## src/rtl/mul_pkg.sv

```systemverilog
package mul_pkg;

  localparam int XLEN    = 32;
  localparam int PROD_W  = 64;
  localparam int DIGITS  = 16;
  localparam int RD_W    = 5;
  localparam int LATENCY = 6;

  // word counts after the first two reduction levels
  localparam int RED8_N = DIGITS / 2;
  localparam int RED4_N = DIGITS / 4;

  // 2'b10 (mulhsu) is not supported
  typedef enum logic [1:0] {
    OP_MUL   = 2'b00,
    OP_MULH  = 2'b01,
    OP_MULHU = 2'b11
  } mul_op_t;

  // all flags clear encodes a zero digit
  typedef struct packed {
    logic neg;
    logic one;
    logic two;
  } booth_digit_t;

  typedef struct packed {
    logic [XLEN-1:0]                a;
    booth_digit_t [DIGITS-1:0]      digits;
    logic                           b_top;
  } enc_payload_t;

  typedef struct packed {
    logic [DIGITS-1:0][PROD_W-1:0]  pp;
    logic [PROD_W-1:0]              corr;
  } pp_payload_t;

  typedef struct packed {
    logic [RED8_N-1:0][PROD_W-1:0]  w;
    logic [PROD_W-1:0]              corr;
  } red8_payload_t;

  typedef struct packed {
    logic [RED4_N-1:0][PROD_W-1:0]  w;
    logic [PROD_W-1:0]              corr;
  } red4_payload_t;

  typedef struct packed {
    logic [PROD_W-1:0] sum;
    logic [PROD_W-1:0] carry;
    logic [PROD_W-1:0] corr;
  } red2_payload_t;

endpackage

```

## src/rtl/mul_stage_if.sv

```systemverilog
interface mul_stage_if #(
  parameter type payload_t = logic
) ();

  logic                     valid;
  mul_pkg::mul_op_t         op;
  logic [mul_pkg::RD_W-1:0] rd;
  payload_t                 data;

  modport src (
    output valid,
    output op,
    output rd,
    output data
  );

  modport dst (
    input valid,
    input op,
    input rd,
    input data
  );

endinterface

```

## src/rtl/mul_stage_reg.sv

```systemverilog
module mul_stage_reg #(
  parameter type payload_t = logic
) (
  input  logic                     Clk,
  input  logic                     Reset,
  input  logic                     valid,
  input  mul_pkg::mul_op_t         op,
  input  logic [mul_pkg::RD_W-1:0] rd,
  input  payload_t                 data,
  mul_stage_if.src                 out_if
);

  always_ff @(posedge Clk or posedge Reset) begin
    if (Reset) begin
      out_if.valid <= 1'b0;
      out_if.op    <= mul_pkg::OP_MUL;
      out_if.rd    <= '0;
    end else begin
      out_if.valid <= valid;
      if (valid) begin
        out_if.op <= op;
        out_if.rd <= rd;
      end
    end
  end

  // payload only moves with a live item
  always_ff @(posedge Clk) begin
    if (valid) begin
      out_if.data <= data;
    end
  end

  // an unknown valid would corrupt every later stage
  valid_known_a: assert property (@(posedge Clk) disable iff (Reset)
    !$isunknown(out_if.valid))
    else $error("stage valid is unknown");

endmodule

```

## src/rtl/csa_reduce.sv

```systemverilog
module csa_reduce (
  input  logic [mul_pkg::PROD_W-1:0] w0,
  input  logic [mul_pkg::PROD_W-1:0] w1,
  input  logic [mul_pkg::PROD_W-1:0] w2,
  input  logic [mul_pkg::PROD_W-1:0] w3,
  output logic [mul_pkg::PROD_W-1:0] sum,
  output logic [mul_pkg::PROD_W-1:0] carry
);

  logic [mul_pkg::PROD_W-1:0] s1;
  logic [mul_pkg::PROD_W-1:0] c1;

  // first row of 3:2 counters
  assign s1 = w0 ^ w1 ^ w2;
  assign c1 = ((w0 & w1) | (w0 & w2) | (w1 & w2)) << 1;

  // second row folds in the fourth word
  assign sum   = s1 ^ c1 ^ w3;
  assign carry = ((s1 & c1) | (s1 & w3) | (c1 & w3)) << 1;

endmodule

```

## src/rtl/booth_encoder.sv

```systemverilog
module booth_encoder (
  input  logic                     Clk,
  input  logic                     Reset,
  input  logic                     start,
  input  mul_pkg::mul_op_t         op,
  input  logic [mul_pkg::XLEN-1:0] a,
  input  logic [mul_pkg::XLEN-1:0] b,
  input  logic [mul_pkg::RD_W-1:0] rd,
  mul_stage_if.src                 out_if
);

  // implied zero below bit 0
  logic [mul_pkg::XLEN:0]                    b_ext;
  mul_pkg::booth_digit_t [mul_pkg::DIGITS-1:0] digits;
  mul_pkg::enc_payload_t                     enc_d;

  assign b_ext = {b, 1'b0};

  for (genvar i = 0; i < mul_pkg::DIGITS; i++) begin : g_digit
    logic [2:0] trip;

    assign trip = b_ext[2*i +: 3];
    // 111 is a zero digit, so keep neg clear there
    assign digits[i].neg = trip[2] & ~(trip[1] & trip[0]);
    assign digits[i].one = trip[1] ^ trip[0];
    assign digits[i].two = (trip[2] & ~trip[1] & ~trip[0]) |
                           (~trip[2] & trip[1] & trip[0]);
  end

  assign enc_d = {a, digits, b[mul_pkg::XLEN-1]};

  mul_stage_reg #(
    .payload_t (mul_pkg::enc_payload_t)
  ) u_enc_reg (
    .Clk    (Clk),
    .Reset  (Reset),
    .valid  (start),
    .op     (op),
    .rd     (rd),
    .data   (enc_d),
    .out_if (out_if)
  );

  // mulhsu encoding has no datapath behind it
  no_mulhsu_a: assert property (@(posedge Clk) disable iff (Reset)
    start |-> (op != 2'b10))
    else $error("start issued with unsupported op 2'b10");

endmodule

```

## src/rtl/pp_generator.sv

```systemverilog
module pp_generator (
  input  logic     Clk,
  input  logic     Reset,
  mul_stage_if.dst in_if,
  mul_stage_if.src out_if
);

  logic [mul_pkg::PROD_W-1:0] a_ext;
  logic [mul_pkg::PROD_W-1:0] mag;
  mul_pkg::booth_digit_t      dig;
  logic                       unsigned_op;
  mul_pkg::pp_payload_t       pp_d;

  assign unsigned_op = (in_if.op == mul_pkg::OP_MULHU);

  always_comb begin
    // mulhu sees a as unsigned, the signed ops sign-extend it
    if (unsigned_op) begin
      a_ext = {{(mul_pkg::PROD_W - mul_pkg::XLEN){1'b0}}, in_if.data.a};
    end else begin
      a_ext = {{(mul_pkg::PROD_W - mul_pkg::XLEN){in_if.data.a[mul_pkg::XLEN-1]}},
               in_if.data.a};
    end

    dig = '0;
    mag = '0;
    for (int i = 0; i < mul_pkg::DIGITS; i++) begin
      dig = in_if.data.digits[i];
      if (dig.two) begin
        mag = a_ext << 1;
      end else if (dig.one) begin
        mag = a_ext;
      end else begin
        mag = '0;
      end
      if (dig.neg) begin
        mag = ~mag + {{(mul_pkg::PROD_W - 1){1'b0}}, 1'b1};
      end
      pp_d.pp[i] = mag << (2 * i);
    end

    // booth treats b as signed, so add back a * 2^32 when b[31] was set
    if (unsigned_op && in_if.data.b_top) begin
      pp_d.corr = {in_if.data.a, {mul_pkg::XLEN{1'b0}}};
    end else begin
      pp_d.corr = '0;
    end
  end

  mul_stage_reg #(
    .payload_t (mul_pkg::pp_payload_t)
  ) u_pp_reg (
    .Clk    (Clk),
    .Reset  (Reset),
    .valid  (in_if.valid),
    .op     (in_if.op),
    .rd     (in_if.rd),
    .data   (pp_d),
    .out_if (out_if)
  );

endmodule

```

## src/rtl/reduction_tree.sv

```systemverilog
module reduction_tree (
  input  logic     Clk,
  input  logic     Reset,
  mul_stage_if.dst in_if,
  mul_stage_if.src out_if
);

  localparam int GROUPS = mul_pkg::DIGITS / 4;

  mul_stage_if #(.payload_t(mul_pkg::red8_payload_t)) r8_if ();
  mul_stage_if #(.payload_t(mul_pkg::red4_payload_t)) r4_if ();

  logic [mul_pkg::PROD_W-1:0] s3_sum   [GROUPS];
  logic [mul_pkg::PROD_W-1:0] s3_carry [GROUPS];
  logic [mul_pkg::PROD_W-1:0] s5_sum;
  logic [mul_pkg::PROD_W-1:0] s5_carry;
  mul_pkg::red8_payload_t     r8_d;
  mul_pkg::red4_payload_t     r4_d;
  mul_pkg::red2_payload_t     r2_d;

  // stage three, each group of four partial products to a pair
  for (genvar k = 0; k < GROUPS; k++) begin : g_s3
    csa_reduce u_csa (
      .w0    (in_if.data.pp[4*k]),
      .w1    (in_if.data.pp[4*k+1]),
      .w2    (in_if.data.pp[4*k+2]),
      .w3    (in_if.data.pp[4*k+3]),
      .sum   (s3_sum[k]),
      .carry (s3_carry[k])
    );
  end

  always_comb begin
    for (int k = 0; k < GROUPS; k++) begin
      r8_d.w[2*k]   = s3_sum[k];
      r8_d.w[2*k+1] = s3_carry[k];
    end
    r8_d.corr = in_if.data.corr;
  end

  mul_stage_reg #(
    .payload_t (mul_pkg::red8_payload_t)
  ) u_r8_reg (
    .Clk    (Clk),
    .Reset  (Reset),
    .valid  (in_if.valid),
    .op     (in_if.op),
    .rd     (in_if.rd),
    .data   (r8_d),
    .out_if (r8_if)
  );

  // stage four, sum and carry of each pair resolved
  always_comb begin
    for (int k = 0; k < mul_pkg::RED4_N; k++) begin
      r4_d.w[k] = r8_if.data.w[2*k] + r8_if.data.w[2*k+1];
    end
    r4_d.corr = r8_if.data.corr;
  end

  mul_stage_reg #(
    .payload_t (mul_pkg::red4_payload_t)
  ) u_r4_reg (
    .Clk    (Clk),
    .Reset  (Reset),
    .valid  (r8_if.valid),
    .op     (r8_if.op),
    .rd     (r8_if.rd),
    .data   (r4_d),
    .out_if (r4_if)
  );

  // stage five
  csa_reduce u_csa_last (
    .w0    (r4_if.data.w[0]),
    .w1    (r4_if.data.w[1]),
    .w2    (r4_if.data.w[2]),
    .w3    (r4_if.data.w[3]),
    .sum   (s5_sum),
    .carry (s5_carry)
  );

  assign r2_d = {s5_sum, s5_carry, r4_if.data.corr};

  mul_stage_reg #(
    .payload_t (mul_pkg::red2_payload_t)
  ) u_r2_reg (
    .Clk    (Clk),
    .Reset  (Reset),
    .valid  (r4_if.valid),
    .op     (r4_if.op),
    .rd     (r4_if.rd),
    .data   (r2_d),
    .out_if (out_if)
  );

endmodule

```

## src/rtl/final_adder.sv

```systemverilog
module final_adder (
  input  logic                     Clk,
  input  logic                     Reset,
  mul_stage_if.dst                 in_if,
  output logic                     done,
  output logic [mul_pkg::RD_W-1:0] rd_out,
  output logic [mul_pkg::XLEN-1:0] result
);

  logic [mul_pkg::PROD_W-1:0] product;
  logic [mul_pkg::XLEN-1:0]   half;

  // carry-propagate add, correction only nonzero for mulhu
  assign product = in_if.data.sum + in_if.data.carry + in_if.data.corr;

  always_comb begin
    if (in_if.op == mul_pkg::OP_MUL) begin
      half = product[mul_pkg::XLEN-1:0];
    end else begin
      half = product[mul_pkg::PROD_W-1:mul_pkg::XLEN];
    end
  end

  always_ff @(posedge Clk or posedge Reset) begin
    if (Reset) begin
      done   <= 1'b0;
      rd_out <= '0;
      result <= '0;
    end else begin
      done <= in_if.valid;
      // outputs hold between items
      if (in_if.valid) begin
        rd_out <= in_if.rd;
        result <= half;
      end
    end
  end

  // a finished item must carry a known tag and result
  done_known_a: assert property (@(posedge Clk) disable iff (Reset)
    done |-> !$isunknown({rd_out, result}))
    else $error("done pulsed with an unknown tag or result");

endmodule

```

## src/rtl/booth_mul.sv

```systemverilog
module booth_mul (
  input  logic                     Clk,
  input  logic                     Reset,
  input  logic                     start,
  input  mul_pkg::mul_op_t         op,
  input  logic [mul_pkg::XLEN-1:0] a,
  input  logic [mul_pkg::XLEN-1:0] b,
  input  logic [mul_pkg::RD_W-1:0] rd,
  output logic                     done,
  output logic [mul_pkg::RD_W-1:0] rd_out,
  output logic [mul_pkg::XLEN-1:0] result
);

  mul_stage_if #(.payload_t(mul_pkg::enc_payload_t))  enc_if ();
  mul_stage_if #(.payload_t(mul_pkg::pp_payload_t))   pp_if ();
  mul_stage_if #(.payload_t(mul_pkg::red2_payload_t)) r2_if ();

  booth_encoder u_booth_encoder (
    .Clk    (Clk),
    .Reset  (Reset),
    .start  (start),
    .op     (op),
    .a      (a),
    .b      (b),
    .rd     (rd),
    .out_if (enc_if)
  );

  pp_generator u_pp_generator (
    .Clk    (Clk),
    .Reset  (Reset),
    .in_if  (enc_if),
    .out_if (pp_if)
  );

  // stages three to five
  reduction_tree u_reduction_tree (
    .Clk    (Clk),
    .Reset  (Reset),
    .in_if  (pp_if),
    .out_if (r2_if)
  );

  final_adder u_final_adder (
    .Clk    (Clk),
    .Reset  (Reset),
    .in_if  (r2_if),
    .done   (done),
    .rd_out (rd_out),
    .result (result)
  );

endmodule

```

## config.mk

```make
export PLATFORM = sky130hd
export DESIGN_NAME = booth_mul
export DESIGN_NICKNAME = d
export VERILOG_FILES = /design/src/rtl/mul_pkg.sv /design/src/rtl/mul_stage_if.sv /design/src/rtl/mul_stage_reg.sv /design/src/rtl/csa_reduce.sv /design/src/rtl/booth_encoder.sv /design/src/rtl/pp_generator.sv /design/src/rtl/reduction_tree.sv /design/src/rtl/final_adder.sv /design/src/rtl/booth_mul.sv
export SDC_FILE = /design/constraint.sdc
export NUM_CORES = 2
export LEC_CHECK = 0
export BUFFER_PORTS_ARGS = -buffer_cell sky130_fd_sc_hd__buf_2
export CAP_MARGIN = 40
export CORE_AREA = 2 2 488 393
export DETAILED_ROUTE_END_ITERATION = 6
export DIE_AREA = 0 0 490 395
export HOLD_SLACK_MARGIN = 0.03
export MAX_ROUTING_LAYER = met4
export PLACE_DENSITY = 0.71
export SYNTH_ARGS = -nofsm -noshare
export SYNTH_HDL_FRONTEND = slang
export SYNTH_SLANG_ARGS = --single-unit
```

## constraint.sdc

```tcl
create_clock -name Clk -period 20.6 [get_ports Clk]
set_input_delay 2.06 -clock Clk [delete_from_list [all_inputs] [get_ports Clk]]
set_output_delay 2.06 -clock Clk [all_outputs]
set_load 0.02 [all_outputs]
```

==> results.sh <==
export IMPL_max_stage_delay_ns=0.82
export IMPL_ys_flop_type="edfxtp_1"
export IMPL_min_period_over_period_pct=25.9
export IMPL_critPathSlowestCell="o41ai_2"
export IMPL_grt_usage_pct=36.1
export IMPL_synth_edf_count=1719
export IMPL_path_class="reg -> reg"
export IMPL_violations="antenna violations"
export IMPL_cp_start_kind="flip-flop"
export IMPL_fp_row_count=143
export IMPL_clk_latency_ns=0.83
export IMPL_cp_data_required_time_ns=21.13
export IMPL_cts_sinks=1797
export IMPL_num_vias=74200
export IMPL_grt_pass1_wl_microns=489000
export IMPL_synth_async_sr_flop_share_pct=4.34
export IMPL_clockRootBuffer="clkbuf_16"
export IMPL_rsz0062_at_grt="no"
export IMPL_pin_count=112
export IMPL_worstPathArrival_ns=5.87
export IMPL_synth_top_area_share_pct=49.9
export IMPL_grt_pass1_vias=69400
export IMPL_p_total_mw=16.8
export IMPL_fp_dieW_microns=490
export IMPL_clkTransAtPathRegs_ns=0.06
export IMPL_cap_violations=0
export IMPL_die_height_microns=395
export IMPL_cts_resized=0
export IMPL_yosys_area_top_type="edfxtp_1"
export IMPL_hold_viol=0
export IMPL_cts_tree="yes"
export IMPL_place_hpwl_microns=250000
export IMPL_grt_antenna_before_repair=39
export IMPL_avgViaCountPerCell=6.48
export IMPL_crit_path_end_kind="flip-flop"
export IMPL_synth_cell_area_sq_mm=0.103
export IMPL_postSynthCellCount=8806
export IMPL_tns_ns=0
export IMPL_synth_fp_nets=9706
export IMPL_drt_total_wl_microns=344000
export IMPL_synth_distinct_cells=92
export IMPL_clk_path_buf_depth=3
export IMPL_ir_drop_uv=104
export IMPL_final_area_sq_mm=0.113
export IMPL_drv_slew=0
export IMPL_initial_utilization_pct=54.8
export IMPL_layout_drive_gt1_share_pct=9.37
export IMPL_crit_family="simple AND/OR/NAND/NOR gates"
export IMPL_htree_num_levels=4
export IMPL_overflow=0
export IMPL_dieArea_sq_mm=0.194
export IMPL_ys_warn_count=0
export IMPL_max_freq_ghz=0.187
export IMPL_slew_headroom_pct=31.1
export IMPL_grt_max_degree=149
export IMPL_ys_seq_elements=1797
export IMPL_syn_avg_cell_area_sq_um=11.7
export IMPL_path_cells="buf_4, buf_4, or2_2, nor4bb_1, buf_4, nand2_1, nor2_1, nand2_1, o41ai_2, nand2_1, a21oi_2, o22ai_1"
export IMPL_drt_iter0_markers=12000
export IMPL_worst_path_buf_inv=3
export IMPL_power_density_mw_per_mm2=148
export IMPL_cts_buffers=182
export IMPL_core_area_sq_mm=0.189
export IMPL_synth_seq_area_share_pct=51.8
export IMPL_synth_area_leaders="edfxtp_1 50%, fa_1 9.5%, xnor2_1 4.4%, ha_1 4.1%, o21ai_0 3.4%"
export IMPL_setup_violations=0
export IMPL_ctsHoldBuffers=0
export IMPL_place_gp_congestion=0.995
export IMPL_dpl_instance_area_sq_mm=0.107
export IMPL_hold_path_class="reg -> reg"
export IMPL_worst_pin_slew_ns=1.03
export IMPL_wl_per_cell_microns=30.0
export IMPL_drcViolationCount=0
export IMPL_p_leak_nw=41.9
export IMPL_io_buffers=111
export IMPL_path_max_fanout=41
export IMPL_drt_antenna_violating_nets=1
export IMPL_final_nets=9636
export IMPL_dr_pass1_iters=7
export IMPL_status="finished with violations"
export IMPL_fin_skew_ns=0.0361
export IMPL_syn_to_final_growth_pct=9.72
export IMPL_post_cts_setup_buffer_count=0
export IMPL_period_minus_slack_ns=5.33
-- path summary, 6_finish.rpt --
| path | slack [ns] | cells past startpoint | start | endpoint |
|---|---|---|---|---|
| worst max-delay path | 15.27 | 12 | u_booth_encoder.u_enc_reg.out_if.data[56] | u_pp_generator.u_pp_reg.out_if.data[573] |
| worst min-delay path | 0.39 | 0 | u_pp_generator.u_pp_reg.out_if.data[35] | u_reduction_tree.u_r8_reg.out_if.data[35] |
| worst max register to register | 15.27 | 12 | u_booth_encoder.u_enc_reg.out_if.data[56] | u_pp_generator.u_pp_reg.out_if.data[573] |
| worst min register to register | 0.39 | 0 | u_pp_generator.u_pp_reg.out_if.data[35] | u_reduction_tree.u_r8_reg.out_if.data[35] |
| max in group asynchronous | 18.75 | 4 | Reset | u_booth_encoder.u_enc_reg.out_if.valid |
| min in group asynchronous | 1.23 | 3 | Reset | u_final_adder.result[20] |
-- per-stage QoR --
stage / util [%] / setup WS, ns / hold slack, ns / cells
global route: 60.1 / 15.24 / 0.397 / 11400
finish: 60.1 / 15.27 / 0.394 / 11500
global placement: 56.4 / 15.53 / 0.401 / 11000
CTS: 60.0 / 15.54 / 0.389 / 11400
floorplan: - / 1.82 / 0.352 / 8806
detailed placement: 56.8 / 15.56 / 0.405 / 11100
-- layer usage --
layer  routed length [microns]  up-vias  part of all wire (%)  global-route usage (%)
li1                          -    32100                     -                       -
met3                     46800      747                    14                    11.4
met1                    139000    36600                    41                    50.3
met2                    142000     4762                    41                    49.1
met4                     15300        0                   4.4                    13.9
met5                         0        -                     0                       -
-- kinds of logic (layout without fill, tap and decap cells) --
logic type,count (synthesis),in the layout,synth area share [%]
buffers and inverters,830,905,3.04
XOR/XNOR,761,761,6.45
flip-flops,1797,1797,51.8
other,0,33,0
multiplexers,118,118,1.21
AO/OA/AOI/OAI,2563,2563,15.4
adder cells (fa/ha/maj),826,826,13.6
AND/OR/NAND/NOR,1911,1911,8.53
-- power breakdown --
group,internal (mW),switching (mW),leakage (nW)
Sequential,5.38,0.539,17.8
Combinational,2.67,4.82,21.2
Clock,1.91,1.47,2.94
-- synth_stat cells, drive strengths merged, types with 66 or more instances --
cell       n
a211oi    96
a21o     163
a21oi    641
a22o      68
a22oi    136
a311oi    87
and2      74
buf      121
clkbuf   537
dfrtp     78
edfxtp  1719
fa       490
ha       336
inv      161
nand2    897
nand2b    82
nand3     78
nor2     335
nor2b    110
o21ai    820
o22ai     72
o31ai    111
or3       66
xnor2    517
xor2     244
-- flip-flops by register name (all words and copies together), names as in the netlist, 5 cells and up --
register	cells
u_reduction_tree.u_r8_reg.out_if.data	432
u_final_adder.rd_out	5
u_booth_encoder.u_enc_reg.out_if.rd	5
u_reduction_tree.u_r4_reg.out_if.rd	5
u_booth_encoder.u_enc_reg.out_if.data	81
u_reduction_tree.u_r2_reg.out_if.data	150
u_reduction_tree.u_r4_reg.out_if.data	240
u_reduction_tree.u_r2_reg.out_if.rd	5
u_reduction_tree.u_r8_reg.out_if.rd	5
u_pp_generator.u_pp_reg.out_if.rd	5
u_pp_generator.u_pp_reg.out_if.data	816
u_final_adder.result	32
-- area by class of cell --
cell class | count | area [sq um]
Timing Repair Buffer | 404 | 3120
Tap cell | 2537 | 3170
Fill cell | 14800 | 75300
Antenna cell | 33 | 82.6
Inverter | 172 | 647
Sequential cell | 1797 | 53600
Multi-Input combinational cell | 6179 | 46800
Clock inverter | 113 | 1180
Clock buffer | 216 | 4860
-- cell usage in the layout, fill, tap and decap left out, types with 39 or more instances in the layout --
| cell | Yosys | layout |
|---|---|---|
| edfxtp_1 | 1719 | 1719 |
| nand2_1 | 897 | 896 |
| o21ai_0 | 702 | 697 |
| a21oi_1 | 640 | 640 |
| xnor2_1 | 517 | 517 |
| fa_1 | 490 | 490 |
| ha_1 | 336 | 336 |
| nor2_1 | 333 | 326 |
| buf_4 | 2 | 262 |
| xor2_1 | 244 | 244 |
| clkbuf_16 | 0 | 188 |
| a21o_1 | 163 | 163 |
| inv_1 | 157 | 154 |
| a22oi_1 | 136 | 136 |
| o21ai_1 | 117 | 119 |
| buf_2 | 9 | 112 |
| o31ai_1 | 110 | 110 |
| nor2b_1 | 110 | 108 |
| a211oi_1 | 96 | 94 |
| a311oi_1 | 87 | 86 |
| nand2b_1 | 82 | 82 |
| nand3_1 | 78 | 78 |
| and2_1 | 74 | 74 |
| dfrtp_1 | 78 | 73 |
| o22ai_1 | 72 | 72 |
| a22o_1 | 68 | 68 |
| or3_1 | 66 | 66 |
| mux2i_1 | 62 | 62 |
| and3_1 | 58 | 58 |
| a31oi_1 | 57 | 57 |
| mux2_2 | 56 | 56 |
| nor3_1 | 56 | 52 |
| o21bai_1 | 52 | 52 |
| nand4_1 | 43 | 43 |
| or2_2 | 39 | 39 |
-- worst reg2reg max path, stage by stage (launching register included) --
cell and delay, ns:
edfxtp_1 0.36, buf_4 0.29, buf_4 0.44, or2_2 0.44, nor4bb_1 0.33, buf_4 0.26, nand2_1 0.34, nor2_1 0.48
nand2_1 0.38, o41ai_2 0.82, nand2_1 0.22, a21oi_2 0.48, o22ai_1 0.20
Note: power is estimated with default switching activity, not from simulation.
